$ cat src/design/soc_cfg.svh
`ifndef SOC_CFG_SVH
`define SOC_CFG_SVH

// bus geometry
`define SOC_DATA_W          32
`define SOC_ADDR_W          32
`define SOC_STRB_W          4

// 256 scratch words
`define SOC_RAM_WORDS_LOG2  8

`define SOC_LED_W           8
`define SOC_KEY_W           2
`define SOC_SW_W            4

// address bits 31:30
`define SOC_REGION_RAM      2'b00
`define SOC_REGION_UNMAPPED 2'b01
`define SOC_REGION_LED      2'b10
`define SOC_REGION_INPUT    2'b11

`define SOC_UNMAPPED_DATA   32'hdead_beef

`endif

$ cat src/design/soc_bus_pkg.sv
`default_nettype none

`include "soc_cfg.svh"

package soc_bus_pkg;

  typedef logic [`SOC_ADDR_W-1:0] bus_addr_t;

  // one bit per byte lane
  typedef logic [`SOC_STRB_W-1:0] bus_strb_t;

  // bus word, either whole or split into byte lanes
  typedef union packed {
    logic [`SOC_DATA_W-1:0]      word;
    logic [`SOC_STRB_W-1:0][7:0] bytes;
  } bus_word_u;

endpackage

`default_nettype wire

$ cat src/design/led_port.sv
`default_nettype none

`include "soc_cfg.svh"

module led_port (
  input  wire                         clk,
  input  wire                         i_rst,

  input  wire                         i_req,
  input  wire                         i_write,
  input  wire soc_bus_pkg::bus_word_u i_wdata,
  input  wire soc_bus_pkg::bus_strb_t i_wr_mask,

  output logic                        o_ack,
  output soc_bus_pkg::bus_word_u      o_rdata,
  output logic [`SOC_LED_W-1:0]       o_led
);

  logic [`SOC_LED_W-1:0] led_q;
  logic                  start;

  assign start = i_req && !o_ack;

  always_ff @(posedge clk)
  begin
    if (i_rst)
    begin
      o_ack <= 1'b0;
      led_q <= '0;
    end
    else
    begin
      o_ack <= start;
      // only lane 0 carries the led bits
      if (start && i_write && i_wr_mask[0])
        led_q <= i_wdata.bytes[0][`SOC_LED_W-1:0];
    end
  end

  assign o_rdata.word = {{(`SOC_DATA_W-`SOC_LED_W){1'b0}}, led_q};
  assign o_led        = led_q;

endmodule

`default_nettype wire

$ cat config.mk
export PLATFORM = sky130hd
export DESIGN_NAME = led_port
export DESIGN_NICKNAME = d
export VERILOG_FILES = /design/src/design/soc_bus_pkg.sv /design/src/design/led_port.sv
export VERILOG_INCLUDE_DIRS = /design/src /design/src/design
export SDC_FILE = /design/constraint.sdc
export NUM_CORES = 1
export LEC_CHECK = 0
export ABC_AREA = 1
export BUFFER_PORTS_ARGS = -buffer_cell sky130_fd_sc_hd__buf_2
export CAP_MARGIN = 30
export CORE_ASPECT_RATIO = 1.1
export CORE_MARGIN = 4
export CORE_UTILIZATION = 27
export CTS_CLUSTER_SIZE = 24
export DETAILED_ROUTE_END_ITERATION = 10
export PLACE_DENSITY = 0.68
export SYNTH_ARGS = -nofsm -noshare
export SYNTH_HDL_FRONTEND = slang
export SYNTH_SLANG_ARGS = --single-unit
$ cat constraint.sdc
create_clock -name clk -period 1 [get_ports clk]
set_clock_uncertainty 0.05 [all_clocks]
set_input_delay 0.05 -clock clk [delete_from_list [all_inputs] [get_ports clk]]
set_output_delay 0.05 -clock clk [all_outputs]
set_load 0.05 [all_outputs]
; ---- Word level (Yosys, flattened, before mapping)
; Cells that the tools add are included.
[word_totals]
reg_bits = 9
[classes]
reduce_logical = 4
[ops]
columns = cell, n
row1 = logical AND 1 bit, 3
row2 = logical NOT 1 bit, 1

; ---- Longest topological paths before layout
[logic_depth]
depth_word = 4
depth_mapped = 5
ltp_nobuf = 5

; ---- Worst setup path before layout
; OpenSTA, ideal clock, no wires.
[synth_path]
kind = flip-flop to flip-flop
startpoint = register o_ack
endpoint = register led_q[0] (netlist: o_led[0])
setup_time_ps = 113
t_required_ps = 837
stages_incl_launch_ff = 6
setup_slack_ps = -203
arrival_time_ps = 1040
cell_sequence = dfxtp_1 -> inv_2 -> nand2_4 -> nor2_8 -> nor2_2 -> nor2_1
[synth_between]
elab_chain_len = 4
[synth_rtl]
columns = item, line
row1 = start: declaration, led_port.sv:14  ; output logic o_ack,
row2 = start signal: assignment, led_port.sv:33  ; o_ack <= start;
row3 = logical NOT 1 bit, led_port.sv:22  ; assign start = i_req && !o_ack;
row4 = logical AND 1 bit, led_port.sv:22
row5 = logical AND 1 bit (2 in a row), led_port.sv:35  ; if (start && i_write && i_wr_mask[0])
row6 = end signal: assignment, led_port.sv:36  ; led_q <= i_wdata.bytes[0][`SOC_LED_W-1:0];
row7 = end: declaration, led_port.sv:19  ; logic [`SOC_LED_W-1:0] led_q;
; Every way passes these cells.
; A chain may end at the register's enable or synchronous reset.

; ---- Worst setup path after layout
[layout_path]
startpoint = register led_q[4] (netlist: o_led[4])
endpoint = output o_rdata[4] (netlist name)
[layout_rtl]
columns = item, line
row1 = end: declaration, led_port.sv:15  ; output soc_bus_pkg::bus_word_u o_rdata,
; No word-level cell between the ends.

==> insert_results.sql <==
INSERT INTO impl_metrics (metric_group, metric, value, unit) VALUES
('timing', 'finalWorstSetupSlack', '39.1', 'ps'),
('die', 'io_pins', '81', ''),
('min_path', 'holdCritPathClass', 'in2reg', ''),
('route', 'wirelength', '1190', 'um'),
('synthesis', 'synth_sequential_area_ratio', '26.8', '%'),
('timing', 'hold_ws', '28.6', 'ps'),
('cells_and_area', 'num_antenna_cells', '0', ''),
('timing', 'final.min_clock_period', '961', 'ps'),
('critical_path', 'crit_path_end_kind', 'primary output', ''),
('cells_and_area', 'final_layout_size_suffix_gt1_share', '47.4', '%'),
('job', 'max_cap_viol_count', '0', ''),
('power_and_ir_drop', 'power.ir.vdd_worst', '0.445', 'mV'),
('global_route', 'grt_start_max_net_pins', '9', ''),
('power_and_ir_drop', 'power.leakage', '0.463', 'nW'),
('critical_path', 'crit_path_max_incr_delay', '340', 'ps'),
('timing', 'maximum_operating_frequency', '1040', 'MHz'),
('synthesis', 'post_synth_main_area_contributors', 'buf_4, dfxtp_1, nor2_2, nand3_1, inv_1', ''),
('global_route', 'grt_overflow_total', '0', ''),
('placed_design', 'place_ws', '88.9', 'ps'),
('synthesis', 'yosysWarningCount', '0', ''),
('clocking', 'clock-sinks', '9', ''),
('clocking', 'tritoncts', 'yes', ''),
('synthesis', 'ys_async_sr_fraction', '0', '%'),
('power_and_ir_drop', 'design_power_total', '0.00114', 'W'),
('timing', 'post-route-period-util', '96.1', '%'),
('synthesis', 'synth-edff-count', '0', ''),
('synthesis', 'ys_seq_elements', '9', ''),
('critical_path', 'cp_max_fo', '3', ''),
('clocking', 'cts_setup_buffers', '0', ''),
('global_route', 'grt_pass1_wl', '1700', 'um'),
('route', 'antenna_violating_nets_post_route', '0', ''),
('synthesis', 'synthTopCellsByCount', 'buf_4, inv_1, dfxtp_1, nor2_1', ''),
('cells_and_area', 'num-nets-final', '157', ''),
('route', 'post-route-drc-count', '0', ''),
('outcome', 'run_status', 'complete, no violations', ''),
('critical_path', 'cp_num_buf_inv', '1', ''),
('critical_path', 'setup.worst_path.class', 'reg2out', ''),
('synthesis', 'synth-main-ff-cell', 'dfxtp_1', ''),
('clocking', 'clock_latency_at_the_later_pin_of_the_worst_skew_pair', '260', 'ps'),
('critical_path', 'cp_slowest_cell', 'dfxtp_2', ''),
('timing', 'rsz0062_at_grt', 'yes', ''),
('clocking', 'cts.clk_slew.worst_paths', '60', 'ps'),
('die', 'dieWidth', '55.6', 'um'),
('route', 'number_of_vias_after_detailed_routing', '521', ''),
('timing', 'final-hold-violation-count', '0', ''),
('synthesis', 'synthesis.instances', '91', ''),
('synthesis', 'synth.distinct_cells', '13', ''),
('die', 'initial_core_util', '29.0', '%'),
('timing', 'slew_viol_final', '0', ''),
('synthesis', 'synth_most_common_cell', 'buf_4', ''),
('critical_path', 'worstPathArrival', '860', 'ps'),
('cells_and_area', 'flow.area_growth_from_synthesis', '14.0', '%'),
('route', 'first_iter_violations', '7', ''),
('placed_design', 'place_congestion', '0.758', ''),
('placed_design', 'place.detailed.hpwl', '959', 'um'),
('global_route', 'via_count_of_the_first_global_routing_pass', '412', ''),
('clocking', 'cts-htree-levels', '1', ''),
('synthesis', 'synth_top_area_share', '35.8', '%'),
('synthesis', 'post_synth_instance_area', '672', 'um2'),
('cells_and_area', 'final_core_utilization', '33.0', '%'),
('route', 'drt_pre_antenna_iters', '4', ''),
('global_route', 'initial_antenna_violation_count', '0', ''),
('route', 'drt-wirelength-per-cell', '8.15', 'um'),
('placed_design', 'buffer_ports.inserted', '29', ''),
('die', 'height_of_the_die', '60.3', 'um'),
('timing', 'setup_viol', '0', ''),
('synthesis', 'average_cell_area_after_synthesis', '7.38', 'um2'),
('route', 'route.detailed.vias_per_inst', '3.57', ''),
('power_and_ir_drop', 'power_per_cell_area', '1490', 'nW/um2'),
('die', 'rows', '18', ''),
('die', 'die-area', '3350', 'um2'),
('cells_and_area', 'fillers', '255', ''),
('critical_path', 'critical_path.cell_chain', 'buf_2', ''),
('clocking', 'clock_path_buffers', '2', ''),
('global_route', 'overall_routing_resource_usage', '6.57', '%'),
('synthesis', 'synth.largest_area_cell', 'buf_4', ''),
('critical_path', 'cpLargestDelayFamily', 'flip-flops', ''),
('timing', 'totalNegativeSetupSlack', '0', 'ps'),
('die', 'placeableCoreArea', '2320', 'um2'),
('critical_path', 'timing.critical_path.from_type', 'flip-flop', ''),
('clocking', 'number_of_buffers_created_by_cts', '3', ''),
('clocking', 'cts.root.buffer_cell', 'clkbuf_4', ''),
('critical_path', 'worstPathRequired', '900', 'ps');
sequential cells by signal, summed over array words and instances (netlist names):
register,flops
o_led,8
o_ack,1
area by class of cell:
class | count | area [um2] | share of cell area [%]
sequential | 9 | 194 | 25.3
timing repair buffer | 30 | 170 | 22.2
multi-input combinational | 61 | 293 | 38.2
clock buffer | 4 | 26.3 | 3.43
inverter | 12 | 45.0 | 5.88
tap | 30 | 37.5 | 4.90
metrics by stage:
| stage | std cells | instance area (um2) |
|---|---|---|
| 2_1_floorplan | 114 | 772 |
| 3_3_place_gp | 141 | 714 |
| 3_5_place_dp | 141 | 714 |
| 4_1_cts | 146 | 751 |
| 5_1_grt | 146 | 766 |
| 6_report | 146 | 766 |
per-layer routing:
metal / vias to the layer above / wire length (um) / track usage [%]
met2: 39 / 562 / 10.8
met1: 218 / 422 / 7.18
li1: 262 / - / -
met3: 2 / 191 / 2.59
met4: 0 / 13 / 4.17
met5: - / 0 / 0
kinds of logic (layout without fill, tap and decap cells):
group,count (synthesis),after routing,synth area share (%)
buffers and inverters,44,46,42.5
and+or+nand+nor,37,37,30.2
DFF,9,9,26.8
other,1,24,0.558
report_power, final:
part / internal [W] / leakage, nW / switching (W)
Sequential: 0.000379 / 0.0777 / 0.0000161
Combinational: 0.0000785 / 0.370 / 0.000388
Clock: 0.000154 / 0.0150 / 0.000124
Total: 0.000611 / 0.463 / 0.000528
placed cells by master (no fill, tap or decap):
cell           count
nor2_1             9
clkbuf_1           1
nand2_2            1
buf_2             23
dlygate4sd3_1      1
dfxtp_2            8
nand3_1            8
clkbuf_4           9
nand2_4            1
inv_1             10
nor2_8             1
nand2_1            8
nor2_4             1
nor2_2             8
conb_1            24
inv_2              2
dfxtp_4            1
worst paths after layout:
| check | start | to | slack (ps) | cells past startpoint |
|---|---|---|---|---|
| worst min-delay path | i_req | o_ack$_SDFF_PP0_ | 30 | 3 |
| worst min register to register | o_led[5]$_SDFFE_PP0P_ | o_led[5]$_SDFFE_PP0P_ | 440 | 2 |
| worst max-delay path | o_led[4]$_SDFFE_PP0P_ | o_rdata[4] | 40 | 1 |
| worst max register to register | o_ack$_SDFF_PP0_ | o_led[0]$_SDFFE_PP0P_ | 70 | 5 |
what timing repair did:
action,CTS,global route
gates resized for setup,0,6
hold buffers,1,0
hold endpoints to repair,1,0
setup endpoints to repair,0,10
Power figures use the tool's default switching activity.
