**src/design/soc_cfg.svh**
```systemverilog
`ifndef SOC_CFG_SVH
`define SOC_CFG_SVH

// bus geometry
`define SOC_DATA_W          32
`define SOC_ADDR_W          32
`define SOC_STRB_W          4

// 256 scratch words
`define SOC_RAM_WORDS_LOG2  8

`define SOC_LED_W           8
`define SOC_KEY_W           2
`define SOC_SW_W            4

// address bits 31:30
`define SOC_REGION_RAM      2'b00
`define SOC_REGION_UNMAPPED 2'b01
`define SOC_REGION_LED      2'b10
`define SOC_REGION_INPUT    2'b11

`define SOC_UNMAPPED_DATA   32'hdead_beef

`endif

```
**src/design/soc_bus_pkg.sv**
```systemverilog
`default_nettype none

`include "soc_cfg.svh"

package soc_bus_pkg;

  typedef logic [`SOC_ADDR_W-1:0] bus_addr_t;

  // one bit per byte lane
  typedef logic [`SOC_STRB_W-1:0] bus_strb_t;

  // bus word, either whole or split into byte lanes
  typedef union packed {
    logic [`SOC_DATA_W-1:0]      word;
    logic [`SOC_STRB_W-1:0][7:0] bytes;
  } bus_word_u;

endpackage

`default_nettype wire

```
**src/design/soc_map_pkg.sv**
```systemverilog
`default_nettype none

`include "soc_cfg.svh"

package soc_map_pkg;

  // top two address bits
  typedef enum logic [1:0] {
    REGION_RAM      = `SOC_REGION_RAM,
    REGION_UNMAPPED = `SOC_REGION_UNMAPPED,
    REGION_LED      = `SOC_REGION_LED,
    REGION_INPUT    = `SOC_REGION_INPUT
  } region_e;

  // none means the decoder answers by itself
  typedef enum logic [1:0] {
    TARGET_NONE  = 2'd0,
    TARGET_RAM   = 2'd1,
    TARGET_LED   = 2'd2,
    TARGET_INPUT = 2'd3
  } target_e;

endpackage

`default_nettype wire

```
**src/design/bus_decoder.sv**
```systemverilog
`default_nettype none

`include "soc_cfg.svh"

module bus_decoder (
  input  wire                     clk,
  input  wire                     i_rst,

  input  wire                     i_req,
  input  wire soc_bus_pkg::bus_addr_t i_addr,
  input  wire soc_bus_pkg::bus_strb_t i_rd_mask,

  input  wire                     i_ram_ack,
  input  wire soc_bus_pkg::bus_word_u i_ram_rdata,
  input  wire                     i_led_ack,
  input  wire soc_bus_pkg::bus_word_u i_led_rdata,
  input  wire                     i_in_ack,
  input  wire soc_bus_pkg::bus_word_u i_in_rdata,

  output logic                    o_ram_req,
  output logic                    o_led_req,
  output logic                    o_in_req,
  output logic                    o_ack,
  output soc_bus_pkg::bus_word_u  o_rdata
);

  soc_map_pkg::region_e   region;
  soc_map_pkg::target_e   target;
  soc_bus_pkg::bus_word_u raw_rdata;
  logic                   unmapped_ack;

  assign region = soc_map_pkg::region_e'(i_addr[`SOC_ADDR_W-1 -: 2]);

  always_comb
  begin
    case (region)
      soc_map_pkg::REGION_RAM:   target = soc_map_pkg::TARGET_RAM;
      soc_map_pkg::REGION_LED:   target = soc_map_pkg::TARGET_LED;
      soc_map_pkg::REGION_INPUT: target = soc_map_pkg::TARGET_INPUT;
      default:                   target = soc_map_pkg::TARGET_NONE;
    endcase
  end

  assign o_ram_req = i_req && (target == soc_map_pkg::TARGET_RAM);
  assign o_led_req = i_req && (target == soc_map_pkg::TARGET_LED);
  assign o_in_req  = i_req && (target == soc_map_pkg::TARGET_INPUT);

  // unmapped region acks like a target would
  always_ff @(posedge clk)
  begin
    if (i_rst)
      unmapped_ack <= 1'b0;
    else
      unmapped_ack <= i_req && (target == soc_map_pkg::TARGET_NONE)
                      && !unmapped_ack;
  end

  always_comb
  begin
    case (target)
      soc_map_pkg::TARGET_RAM:
      begin
        o_ack     = i_ram_ack;
        raw_rdata = i_ram_rdata;
      end
      soc_map_pkg::TARGET_LED:
      begin
        o_ack     = i_led_ack;
        raw_rdata = i_led_rdata;
      end
      soc_map_pkg::TARGET_INPUT:
      begin
        o_ack     = i_in_ack;
        raw_rdata = i_in_rdata;
      end
      default:
      begin
        o_ack          = unmapped_ack;
        raw_rdata.word = `SOC_UNMAPPED_DATA;
      end
    endcase
  end

  // zero the lanes the master did not ask for
  always_comb
  begin
    for (int lane = 0; lane < `SOC_STRB_W; lane++)
    begin
      o_rdata.bytes[lane] = i_rd_mask[lane] ? raw_rdata.bytes[lane] : 8'h00;
    end
  end

  a_one_target: assert property (@(posedge clk) disable iff (i_rst)
    $onehot0({o_ram_req, o_led_req, o_in_req}))
    else $error("more than one target request");

  // ack only while a request has been held since the previous cycle
  a_ack_needs_req: assert property (@(posedge clk) disable iff (i_rst)
    o_ack |-> (i_req && $past(i_req)))
    else $error("ack without a pending request");

endmodule

`default_nettype wire

```
**config.mk**
```make
export PLATFORM = sky130hd
export DESIGN_NAME = bus_decoder
export DESIGN_NICKNAME = d
export VERILOG_FILES = /design/src/design/soc_bus_pkg.sv /design/src/design/soc_map_pkg.sv /design/src/design/bus_decoder.sv
export VERILOG_INCLUDE_DIRS = /design/src /design/src/design
export SDC_FILE = /design/constraint.sdc
export NUM_CORES = 1
export LEC_CHECK = 0
export BUFFER_PORTS_ARGS = -buffer_cell sky130_fd_sc_hd__buf_4
export CAP_MARGIN = 20
export CORE_MARGIN = 10
export CORE_UTILIZATION = 28
export CTS_BUF_LIST = sky130_fd_sc_hd__clkbuf_8
export DETAILED_ROUTE_END_ITERATION = 10
export HOLD_SLACK_MARGIN = 0.03
export PLACE_DENSITY_LB_ADDON = 0.25
export SLEW_MARGIN = 20
export SYNTH_ARGS = -nofsm -noshare
export SYNTH_HDL_FRONTEND = slang
export SYNTH_SLANG_ARGS = --single-unit
```
**constraint.sdc**
```tcl
create_clock -name clk -period 1.6 [get_ports clk]
set_input_delay 0.08 -clock clk [delete_from_list [all_inputs] [get_ports clk]]
set_output_delay 0.08 -clock clk [all_outputs]
set_load 0.005 [all_outputs]
```
Yosys cells after proc, flatten, opt, wreduce, memory -nomap -nowiden

Index checks and enable logic that the tools add are counted.
Widths: inputs -> output; s select.

Reduce and logical (&&, ||, !) cells: 8
Multiplexer cells: 7
Equality and inequality tests: 5

Operators by type and width:

| operator           | number |
|---|---|
| $pmux 32 s3        | 1 |
| $mux 8             | 4 |
| $eq 2x2->1 const B | 4 |
| $pmux 2 s3         | 1 |
| $logic_and 1x1->1  | 5 |
| $logic_not 2->1    | 2 |
| $pmux 1 s3         | 1 |
| $eq 2x1->1 const B | 1 |
| $logic_not 1->1    | 1 |

Register bits after elaboration: 1
Word-level logic and storage cells: 21
Output and inout bits: 36
Bits of input ports: 138

Depth between registers and ports, before layout

Depth in word-level cells: 5
Depth in mapped cells: 5

Worst setup path before layout

No wires, ideal clock.

Path type: input port to output port
From: input i_addr[31]
To: output o_rdata[18] in the netlist's numbering
Setup slack: 0.767 ns
Buffers on the path: 2
Required time: 1.520 ns
Data arrival time: 0.753 ns
Stages on the path: 5
Cell sequence: buf_6 or2_4 buf_6 o21ai_1 a21oi_1

RTL lines:

| what               | RTL line          | RTL |
|---|---|---|
| start: declaration | bus_decoder.sv:10 | `input wire soc_bus_pkg::bus_addr_t i_addr,` |
| end: declaration   | bus_decoder.sv:24 | `output soc_bus_pkg::bus_word_u o_rdata` |

Worst setup path in the final report

From: input i_addr[31]
To: output o_ack

Cells in the longest elaborated chain, start to end: 4
Elaborated cells between the ends (all ways): 8
Those cells by class: 5 x eq/ne; 2 x mux; 1 x reduce/logical

RTL lines:

| what                                          | RTL line          | RTL |
|---|---|---|
| $eq 2x2->1 or $logic_not 2->1 (tied branches) | bus_decoder.sv:36 | `case (region)` |
| $pmux 2 s3 (*)                                | bus_decoder.sv:36 |  |
| $eq 2x2->1 or $eq 2x1->1 (tied branches)      | bus_decoder.sv:60 | `case (target)` |
| $pmux 1 s3 (*)                                | bus_decoder.sv:60 |  |
| end: declaration                              | bus_decoder.sv:23 | `output logic o_ack,` |

Mark *: on every way between the ends. The rest lies on a longest branch, timed or not.

==> impl_metrics.yaml <==
yosys:
  synth_top_area_cell: "mux2i_1"
  synthTopCellsByArea: "mux2i_1, a21oi_1, o21ai_1"
  yosys.area_share.simple_pct: 10.34
  synth_fa_ha_area_share_pct: 0
  syn-num-nets: 263
  synth-xor-area-share_pct: 0
  ys_seq_area_share_pct: 2.266
  synth_top_area_share_pct: 36.26
  ys_types: 17
  synth_top_family_by_area: "multiplexers"
  synth_compound_area_share_pct: 37.54
  synth.area.mux_share_pct: 38.81
  synth-seq-cells: 1
  syn_avg_cell_area_um2: 7.067
  syn_area_um2: 883.3
  synthCells: 125
  yosysWarnings: 0
worst_setup_path:
  cpPeakStageDelay_ps: 340
  critPathKind: "in -> out"
  crit_fanout: 32
  slowest_stage: "mux4_2"
  cp-start-kind: "primary input"
  cp.required_ps: 1520
  endpoint_kind: "output pin"
  cp_data_arrival_time_ps: 1060
  cp_common_cell: "buf_4"
  path_cells: "buf_4, buf_4, mux4_2, buf_4"
finish:
  antenna_cells: 0
  largest_reg_flops: 1
  layout-drive-gt1-share_pct: 58.14
  area_delta_synth_final_pct: 119.8
  layout_commonest_cell: "buf_4"
  top_register: "unmapped_ack"
  top_regs: "unmapped_ack: 1 flops"
  n_fill_cell: 289
  fin_nets: 398
  final_cell_mix: "buf_4, mux2i_1, a21oi_1, o21ai_1, o21ai_0"
  final_area_um2: 1942
job:
  cap_viol_max_count: 0
placement:
  placedInstanceArea_um2: 1942
  io_buffers: 143
  hpwl_mm: 4.264
  gp_congestion: 0.7001
min_path:
  hp-class: "in -> reg"
floorplan:
  fp.dieW_um: 76.17
  die_y_um: 76.17
  initial_core_util_pct: 29.17
  die_area_um2: 5801
  io_pins: 174
  placementRows: 20
  core_area_um2: 3028
sta:
  relSlewSlack_pct: 80.18
  final-hold-violation-count: 0
  setup_viol: 0
  holdWs_ps: 249.3
  fin_crit_sh_pct: 71.12
  fmax_ghz: 0.8787
  max_slew.worst_pin.slew_ps: 297.3
  post-route-min-period_ps: 1138
  drv_slew: 0
  fin_setup_tns_ps: 0
  rsz0062_at_grt: "no"
  finalClockSkew_ps: 0
route:
  route.detailed.drc: 0
  first_iter_violations: 58
  wire_per_inst_um: 16.66
  drt-total-wl_mm: 5.031
  detailroute.via_count: 1427
  via_per_inst: 4.725
  first_pass_iters: 4
  antenna_left: 0
power_and_ir_drop:
  p_leak_nw: 1.044
  vdd_ir_drop_max_mv: 0.1789
  total_power_w: 0.0005306
  p_per_area_nw_per_um2: 273.2
grt:
  antenna_found_initial: 0
  grtUsageTotal_pct: 15.45
  grt_pass1_vias: 1430
  grt-ovfl-total: 0
  grt_max_degree: 33
  grt_pass1_wl_mm: 7.665
clock_network:
  postCtsSetupRepairBufs: 0
  cts_resized: 0
  clkTransAtPathRegs_ps: 0
  cts_hold_buffers: 0
  clk_latency_ps: 0
run_status:
  status: "completed"
## synth_stat cells (all sizes together)
cell / instances
a21oi: 32
mux2i: 32
o21ai: 32
buf: 8
nor2b: 8
clkbuf: 4
nor2: 2
and3: 1
dfxtp: 1
mux4: 1
nand2: 1
nand2b: 1
nor4b: 1
or2: 1
## power by group
group	switching [W]	leakage [nW]	internal (W)
clock network	0	0	0
logic	0.000180	1.04	0.000324
registers	0.000000262	0.00813	0.0000261
total	0.000180	1.04	0.000350
## worst max-delay path: cells and delay by family
kind / cells / cell delay, ps
mux: 1 / 340
buf+inv: 3 / 630
## logic make-up (layout without fill, tap and decap cells)
| logic type | after synthesis | after routing |
|---|---|---|
| muxes | 33 | 33 |
| and+or+nand+nor | 15 | 15 |
| AOI/OAI and AO/OA | 64 | 64 |
| buffers and inverters | 12 | 145 |
| DFF | 1 | 1 |
## worst paths after layout
path                      from            to  slack [ps]  cells after the start
hold reg to reg   unmapped_ack  unmapped_ack         400                      1
setup / recovery    i_addr[31]         o_ack         460                      4
hold / removal           i_rst  unmapped_ack         250                      2
setup reg to reg  unmapped_ack  unmapped_ack         950                      1
## per-stage QoR
stage	util (%)	setup slack (ps)	cells
2_1_floorplan	-	766.7	125
3_3_place_gp	64.13	449.6	302
3_5_place_dp	64.13	451.0	302
4_1_cts	64.13	449.4	302
5_1_grt	64.13	373.1	302
6_report	64.13	462.0	302
## cell type report
type / instances / area, µm² / area share [%]
Tap cell: 44 / 55.05 / 2.835
Sequential cell: 1 / 20.02 / 1.031
Timing Repair Buffer: 145 / 1101 / 56.70
Multi-Input combinational cell: 112 / 765.7 / 39.43
## layer usage
metal	vias to the layer above	GRT usage (%)	part of all wire, %
met5	-	0	0
li1	733	-	-
met1	597	18.28	42
met4	0	0	0
met2	97	26.36	46
met3	0	7.075	12
No activity file was read; power rests on OpenSTA's default activity.
