$ cat src/design/soc_cfg.svh
`ifndef SOC_CFG_SVH
`define SOC_CFG_SVH

// bus geometry
`define SOC_DATA_W          32
`define SOC_ADDR_W          32
`define SOC_STRB_W          4

// 256 scratch words
`define SOC_RAM_WORDS_LOG2  8

`define SOC_LED_W           8
`define SOC_KEY_W           2
`define SOC_SW_W            4

// address bits 31:30
`define SOC_REGION_RAM      2'b00
`define SOC_REGION_UNMAPPED 2'b01
`define SOC_REGION_LED      2'b10
`define SOC_REGION_INPUT    2'b11

`define SOC_UNMAPPED_DATA   32'hdead_beef

`endif

$ cat src/design/soc_bus_pkg.sv
`default_nettype none

`include "soc_cfg.svh"

package soc_bus_pkg;

  typedef logic [`SOC_ADDR_W-1:0] bus_addr_t;

  // one bit per byte lane
  typedef logic [`SOC_STRB_W-1:0] bus_strb_t;

  // bus word, either whole or split into byte lanes
  typedef union packed {
    logic [`SOC_DATA_W-1:0]      word;
    logic [`SOC_STRB_W-1:0][7:0] bytes;
  } bus_word_u;

endpackage

`default_nettype wire

$ cat src/design/input_port.sv
`default_nettype none

`include "soc_cfg.svh"

module input_port (
  input  wire                    clk,
  input  wire                    i_rst,

  input  wire                    i_req,
  input  wire [`SOC_KEY_W-1:0]   i_key,
  input  wire [`SOC_SW_W-1:0]    i_sw,

  output logic                   o_ack,
  output soc_bus_pkg::bus_word_u o_rdata
);

  // switches start at bit 4 of the read word
  localparam int unsigned SW_LSB = 4;

  logic [`SOC_KEY_W-1:0] key_meta;
  logic [`SOC_KEY_W-1:0] key_sync;
  logic [`SOC_SW_W-1:0]  sw_meta;
  logic [`SOC_SW_W-1:0]  sw_sync;

  // two flop synchronizer, pins are asynchronous
  always_ff @(posedge clk)
  begin
    if (i_rst)
    begin
      key_meta <= '0;
      key_sync <= '0;
      sw_meta  <= '0;
      sw_sync  <= '0;
    end
    else
    begin
      key_meta <= i_key;
      key_sync <= key_meta;
      sw_meta  <= i_sw;
      sw_sync  <= sw_meta;
    end
  end

  // writes get acked like reads and change nothing
  always_ff @(posedge clk)
  begin
    if (i_rst)
      o_ack <= 1'b0;
    else
      o_ack <= i_req && !o_ack;
  end

  always_comb
  begin
    o_rdata.word                         = '0;
    o_rdata.word[`SOC_KEY_W-1:0]         = key_sync;
    o_rdata.word[SW_LSB +: `SOC_SW_W]    = sw_sync;
  end

endmodule

`default_nettype wire

$ cat config.mk
export PLATFORM = sky130hd
export DESIGN_NAME = input_port
export DESIGN_NICKNAME = d
export VERILOG_FILES = /design/src/design/soc_bus_pkg.sv /design/src/design/input_port.sv
export VERILOG_INCLUDE_DIRS = /design/src /design/src/design
export SDC_FILE = /design/constraint.sdc
export NUM_CORES = 1
export LEC_CHECK = 0
export BUFFER_PORTS_ARGS = -buffer_cell sky130_fd_sc_hd__buf_2
export CORE_AREA = 2 2 43 45
export CTS_BUF_LIST = sky130_fd_sc_hd__clkbuf_8
export DETAILED_ROUTE_END_ITERATION = 8
export DIE_AREA = 0 0 45 47
export PLACE_DENSITY = 0.7
export SETUP_SLACK_MARGIN = 0.1
export SYNTH_ARGS = -nofsm -noshare
export SYNTH_HDL_FRONTEND = slang
export SYNTH_SLANG_ARGS = --single-unit
$ cat constraint.sdc
create_clock -name clk -period 1.1 [get_ports clk]
set_input_delay 0.055 -clock clk [delete_from_list [all_inputs] [get_ports clk]]
set_output_delay 0.055 -clock clk [all_outputs]
set_load 0.02 [all_outputs]
## Word level (Yosys, flattened, before mapping)

Index checks and enable logic that the tools add are counted.
W data, S select, Z words.

- Input bits: 9
- Register bits after elaboration: 13
- Logic and storage cells: 7

- Reductions and logical operators: 2

Operators by type and width:

| kind | count |
|---|---|
| $logic_and A1 B1 Y1 | 1 |
| $logic_not A1 Y1 | 1 |

## Depth between registers and ports, before layout

Gate-level depths: netlist (run 1).

- Depth after elaboration: 2
- Depth in mapped cells: 2
- Mapped depth without buffers: 1

## Worst setup path after synthesis (run 1)

OpenSTA, ideal clock, no wires.

- Path type: register -> register
- Start: reg o_ack
- End: reg o_ack
- Stages on the path, launching flop included: 2
- Library setup time: 0.126 ns
- Data arrival time: 0.496 ns
- Data required time: 0.974 ns
- Slack: 0.478 ns
- Path through: dfxtp_1 -> nor3b_2

- Cells in the longest elaborated chain, start to end: 2

Ends and longest elaborated chain:

| element | line | RTL |
|---|---|---|
| start: declaration | input_port.sv:13 | `output logic o_ack,` |
| start signal: assignment | input_port.sv:50 | `o_ack <= i_req && !o_ack;` |
| $logic_not A1 Y1 | input_port.sv:50 |  |
| $logic_and A1 B1 Y1 | input_port.sv:50 |  |

No other way between the ends.
A chain may end at the register's enable or synchronous reset.

## Worst setup path in the final report (run 1)

- Start: reg o_ack
- End: out o_ack

No word-level cell between the ends.

==> flow_summary.toml, run 1 <==
[worst_setup_path]
crit_chain = "buf_2"
critPathKind = "register to output pin"
crit_path_max_incr_delay_ns = 0.33
crit_path_end_kind = "output pin"
worst-path-max-fanout = 2
cp-start-kind = "register"
startpoint = "o_ack$_SDFF_PP0_"
crit_path_end = "o_ack"
crit_buf_inv = 1
rr_startpoint = "o_ack$_SDFF_PP0_"
r2r_cells = 1
worst-path-stages = 1
arrival_ns = 0.74
rr_endpoint = "o_ack$_SDFF_PP0_"
r2r_setup_slack_ns = 0.56
cp_top_family = "flip-flops"
cp_slowest_cell = "dfxtp_1"
crit_required_ns = 1.04

[cts]
root_buffer = "clkbuf_8"
cts_buffer_depth = 2
cts.sinks = 13
cts_tree = "built"
cts_buffers = 3
cts-htree-levels = 1
clk_pin_slew_ns = 0.05
clkLatencyLatePin_ns = 0.23
post-cts-setup-buffers = 0
hold_buffers = 0
post_cts_resized = 0

[drt]
wl_per_cell_um = 6.44
routed_wl_um = 567
vias = 286
vias_per_cell = 3.25
dr.pass1.iters = 1
drc_errors = 0
ant_nets = 0
drt_iter0_drc = 0

[place]
place_area_um2 = 542
place_hpwl_um = 480
gp_congestion = 0.615
portBuffers = 15

[sta]
rsz0062_at_grt = "false"
final-setup-viol-count = 0
period_needed_ns = 0.791
fmax_ghz = 1.26
setup_tns_ns = 0
finalCritPeriodShare_pct = 71.9
skew_ns = 0.00336
slew_violations = 0
whs_ns = 0.0312
hold_violations = 0

[power]
finalPower_mw = 1.02
ir_drop_v = 0.000427
power_density_mw_per_mm2 = 1750
leakagePower_nw = 0.316

[floorplanning]
die_h_um = 47
dieArea_mm2 = 0.00212
rows = 15
die-width_um = 45
start_util_pct = 33.8
io_pins = 42
coreArea_mm2 = 0.00165

[final_layout]
area_delta_synth_final_pct = 5.16
drive_gt1_share_pct = 26.8
diodes = 0
final_common_cell = "conb_1"
fillers = 174
final_core_util_pct = 35.5
final_cell_mix = "26 x conb_1, 15 x buf_2, 13 x dfxtp_1, 12 x nor2b_1, 3 x clkbuf_8"
nNetsFinal = 81
fin_area_um2 = 587

[worst_hold_path]
hold_class = "input pin to register"
holdPathStages = 2

[grt]
grt_pass1_vias = 189
grt-ovfl-total = 0
grt_pass1_wl_um = 745
antenna_found_initial = 0
grt_max_degree = 14
grt.total_usage_pct = 5.20

[status]
status = "finished clean"

[yosys]
syn-mean-instance-area_um2 = 10.3
yosysWarnings = 0
synth_area_um2 = 558
ys_ff_latch = 13
yosysSeqAreaShare_pct = 46.6
ys_types = 6
synth_top_cell_by_area = "dfxtp_1"
synthTopCellsByArea = "dfxtp_1 47%, buf_4 35%, nor2b_1 13%"
netlist.area_leader.share_pct = 46.6
synthCells = 54

[flow_run]
maxCapViolCount = 0
## metal layers
layer / routed length, um / track usage, %
met5: 0 / 0
met4: 0 / 3.53
met3: 93 / 3.46
met2: 299 / 8.57
met1: 174 / 4.65
## Yosys cell counts (all sizes together)
cell type,number
buf,27
dfxtp,13
nor2b,12
conb,1
nor3b,1
## how the worst min path moves through the flow
| stage | to | slack, ns | start |
|---|---|---|---|
| detailed placement | sw_meta[1]$_SDFF_PP0_ | 0.27 | i_sw[1] |
| global placement | key_meta[1]$_SDFF_PP0_ | 0.27 | i_key[1] |
| global route | key_meta[1]$_SDFF_PP0_ | 0.04 | i_key[1] |
| finish | sw_meta[1]$_SDFF_PP0_ | 0.03 | i_sw[1] |
| CTS | sw_meta[1]$_SDFF_PP0_ | 0.03 | i_sw[1] |
| floorplan | sw_meta[2]$_SDFF_PP0_ | 0.13 | i_rst |
## power by group
part | internal [mW] | switching (mW)
Clock | 0.244 | 0.144
Sequential | 0.494 | 0.00439
Combinational | 0.0289 | 0.109
## state kept, by name (all words and copies together) (netlist names)
name and count:
sw_sync 4, key_meta 2, key_sync 2, sw_meta 4, o_ack 1
## cell type report
type,count,area [um^2],area share (%)
clock buffers,3,41.3,7.04
repair buffers,15,75.1,12.8
clock inverters,1,3.75,0.640
flip-flops and latches,13,260,44.3
well taps,17,21.3,3.62
multi-input cells,39,185,31.6
## cell families (layout without fill, tap and decap cells)
logic type,Yosys count,after routing,share of synthesized area (%)
buffers and inverters,27,19,37.0
and+or+nand+nor,13,13,15.7
other,1,26,0.672
DFF,13,13,46.6
## per-stage QoR
step                std cells  setup WS [ns]
floorplan                  79          0.478
global placement           84          0.566
detailed placement         84          0.556
CTS                        88          0.300
global route               88          0.280
finish                     88          0.309
Note: power is estimated with default switching activity, not from simulation.
==> run 2: changes to the inputs <==
--- a/config.mk
+++ b/config.mk
@@ -6,12 +6,13 @@
 export SDC_FILE = /design/constraint.sdc
 export NUM_CORES = 1
 export LEC_CHECK = 0
+export ABC_AREA = 1
 export BUFFER_PORTS_ARGS = -buffer_cell sky130_fd_sc_hd__buf_2
-export CORE_AREA = 2 2 43 45
+export CORE_AREA = 2 2 44 46
 export CTS_BUF_LIST = sky130_fd_sc_hd__clkbuf_8
 export DETAILED_ROUTE_END_ITERATION = 8
-export DIE_AREA = 0 0 45 47
-export PLACE_DENSITY = 0.7
+export DIE_AREA = 0 0 46 48
+export PLACE_DENSITY = 0.68
 export SETUP_SLACK_MARGIN = 0.1
 export SYNTH_ARGS = -nofsm -noshare
 export SYNTH_HDL_FRONTEND = slang
==> constraint.sdc (replaced) <==
create_clock -name clk -period 0.8 [get_ports clk]
set_input_delay 0.04 -clock clk [delete_from_list [all_inputs] [get_ports clk]]
set_output_delay 0.04 -clock clk [all_outputs]
set_load 0.02 [all_outputs]
==> run 2 against run 1 <==
Hold slack worse by 0.026 ns. Core utilization rose by 3.1 points. Critical endpoint unchanged. Die area increased by 4.4%. Sequential cell count is the same. Synthesized cell count grew 26%. Sequential power increased by 39%. Worst setup slack got worse by 0.22 ns. Wire length rose by 5.5%. Final cell count up 16%. Largest cell class unchanged. Register-to-register slack lost 0.33 ns.
==> flow_summary.toml, run 2 <==
[status]
status = "finished clean"

[worst_setup_path]
cp-start-kind = "register"
crit_chain = "buf_6"
cp_top_family = "flip-flops"
worst-path-max-fanout = 2
crit_path_end_kind = "output pin"
crit_required_ns = 0.76
critPathKind = "register to output pin"
arrival_ns = 0.67
crit_buf_inv = 1
cp_slowest_cell = "dfxtp_2"
crit_path_max_incr_delay_ns = 0.32
rr_startpoint = "o_ack$_SDFF_PP0_"
startpoint = "o_ack$_SDFF_PP0_"

[grt]
grt_pass1_wl_um = 793
grt_max_degree = 14
antenna_found_initial = 0
grt-ovfl-total = 0
grt_pass1_vias = 227
grt.total_usage_pct = 5.77

[yosys]
synth-edff-count = 0
syn-mean-instance-area_um2 = 8.41
ys_ff_latch = 13
synthArstFlopShare_pct = 0
synthCells = 68
synthTopCellsByArea = "dfxtp_1 46%, buf_4 34%, inv_1 8.5%"
synth.top_cells.by_count = "26 x buf_4, 13 x dfxtp_1, 13 x inv_1, 13 x nor2_1"
synth_area_um2 = 572
yosysWarnings = 0
ys.flop_type = "dfxtp_1"
yosysSeqAreaShare_pct = 45.5
netlist.area_leader.share_pct = 45.5
yosysMostFrequentCell = "buf_4"
synth_top_cell_by_area = "dfxtp_1"
ys_types = 7

[power]
seqPwrFrac_pct = 48.1
sw_frac_of_total_pct = 25.6
p_sw_uw = 368
power_density_mw_per_mm2 = 2200
finalPower_mw = 1.44
leakagePower_nw = 0.376
clockPowerShare_pct = 37.3
p_int_mw = 1.07
ir_drop_v = 0.000512
pwr-share-comb_pct = 14.6

[floorplanning]
rows = 15
coreArea_mm2 = 0.00169
start_util_pct = 33.9
dieArea_mm2 = 0.00221
die_h_um = 48
die-width_um = 46
io_pins = 42

[final_layout]
area_delta_synth_final_pct = 14.2
nNetsFinal = 95
final_core_util_pct = 38.7
final_common_cell = "conb_1"
reg_top3 = "sw_meta x4, sw_sync x4"
diodes = 0
drive_gt1_share_pct = 29.4
final_cell_mix = "26 x conb_1, 14 x inv_1, 13 x nor2_1, 8 x buf_2"

[place]
place_hpwl_um = 478
gp_congestion = 0.609
portBuffers = 15

[drt]
routed_wl_um = 598
dr.pass1.iters = 2
ant_nets = 0
vias_per_cell = 3.08
wl_per_cell_um = 5.86
met3_wirelength_um = 79
drc_errors = 0
vias = 314
routed.top_layer = "met3"
wl_met2_um = 294
drt_iter0_drc = 2
wl_met1_um = 224

[sta]
slew_violations = 0
setup_tns_ns = 0
final-setup-viol-count = 0
hold_violations = 0
fmax_ghz = 1.40
skew_ns = 0.00261
finalCritPeriodShare_pct = 89.2
period_needed_ns = 0.713
rsz0062_at_grt = "true"

[cts]
clk_pin_slew_ns = 0.05
cts.sinks = 13
post_cts_resized = 21
post-cts-setup-buffers = 0
hold_buffers = 0
cts-htree-levels = 1
clkLatencyLatePin_ns = 0.23
root_buffer = "clkbuf_8"
cts_buffers = 3
cts_buffer_depth = 2
cts_tree = "built"

[worst_hold_path]
hold_class = "input pin to register"
hp-start = "i_sw[2]"

[flow_run]
maxCapViolCount = 0
-- run 2: changes by cell type in the layout (fill, tap and decap cells not counted), sizes merged --
cell / before / now
nor3b: 1 / 0
nor2: 0 / 13
inv: 1 / 14
nor2b: 12 / 0
nand2: 0 / 1
-- run 2: layer usage --
layer  GRT usage (%)  up-vias
met1            4.97      121
met5               0        -
met2            8.06       21
met3            3.02        0
met4            8.57        0
li1                -      172
-- run 2: cells by family after synthesis --
kind of cell	count (synthesis)	share of synthesized area (%)
AND/OR/NAND/NOR	14	9.19
buffers and inverters	40	44.6
other	1	0.656
flip-flops	13	45.5
-- run 2: power by group through the flow --
| stage | logic (mW) | clock network, mW | registers, mW |
|---|---|---|---|
| after detailed placement | 0.192 | 0 | 0.699 |
| after global routing | 0.232 | 0.586 | 0.694 |
| after floorplan | 0.237 | 0 | 0.719 |
| final | 0.210 | 0.537 | 0.692 |
| after global placement | 0.190 | 0 | 0.699 |
| after CTS | 0.209 | 0.551 | 0.692 |
-- run 2: layout make-up --
cell class | instances | area, um^2
clock buffer | 3 | 41.3
tap | 17 | 21.3
multi-input combinational | 40 | 150
clock inverter | 1 | 3.75
inverter | 13 | 48.8
fill | 175 | 1040
timing repair buffer | 15 | 119
sequential | 13 | 269
-- run 2: metrics by stage --
step,setup slack [ns],hold slack [ns],instance area (um^2),cells
2_1_floorplan,0.138,0.111,666,93
3_3_place_gp,0.268,0.243,556,98
3_5_place_dp,0.250,0.247,556,98
4_1_cts,0.0820,0.00422,653,102
5_1_grt,0.0615,0.0143,653,102
6_report,0.0866,0.00535,653,102
-- run 2: worst paths after layout --
path	slack, ns	end	cells after the start
min	0.005	sw_meta[2]$_SDFF_PP0_	3
max	0.09	o_ack	1
min reg2reg	0.39	sw_sync[0]$_SDFF_PP0_	2
max reg2reg	0.23	o_ack$_SDFF_PP0_	3
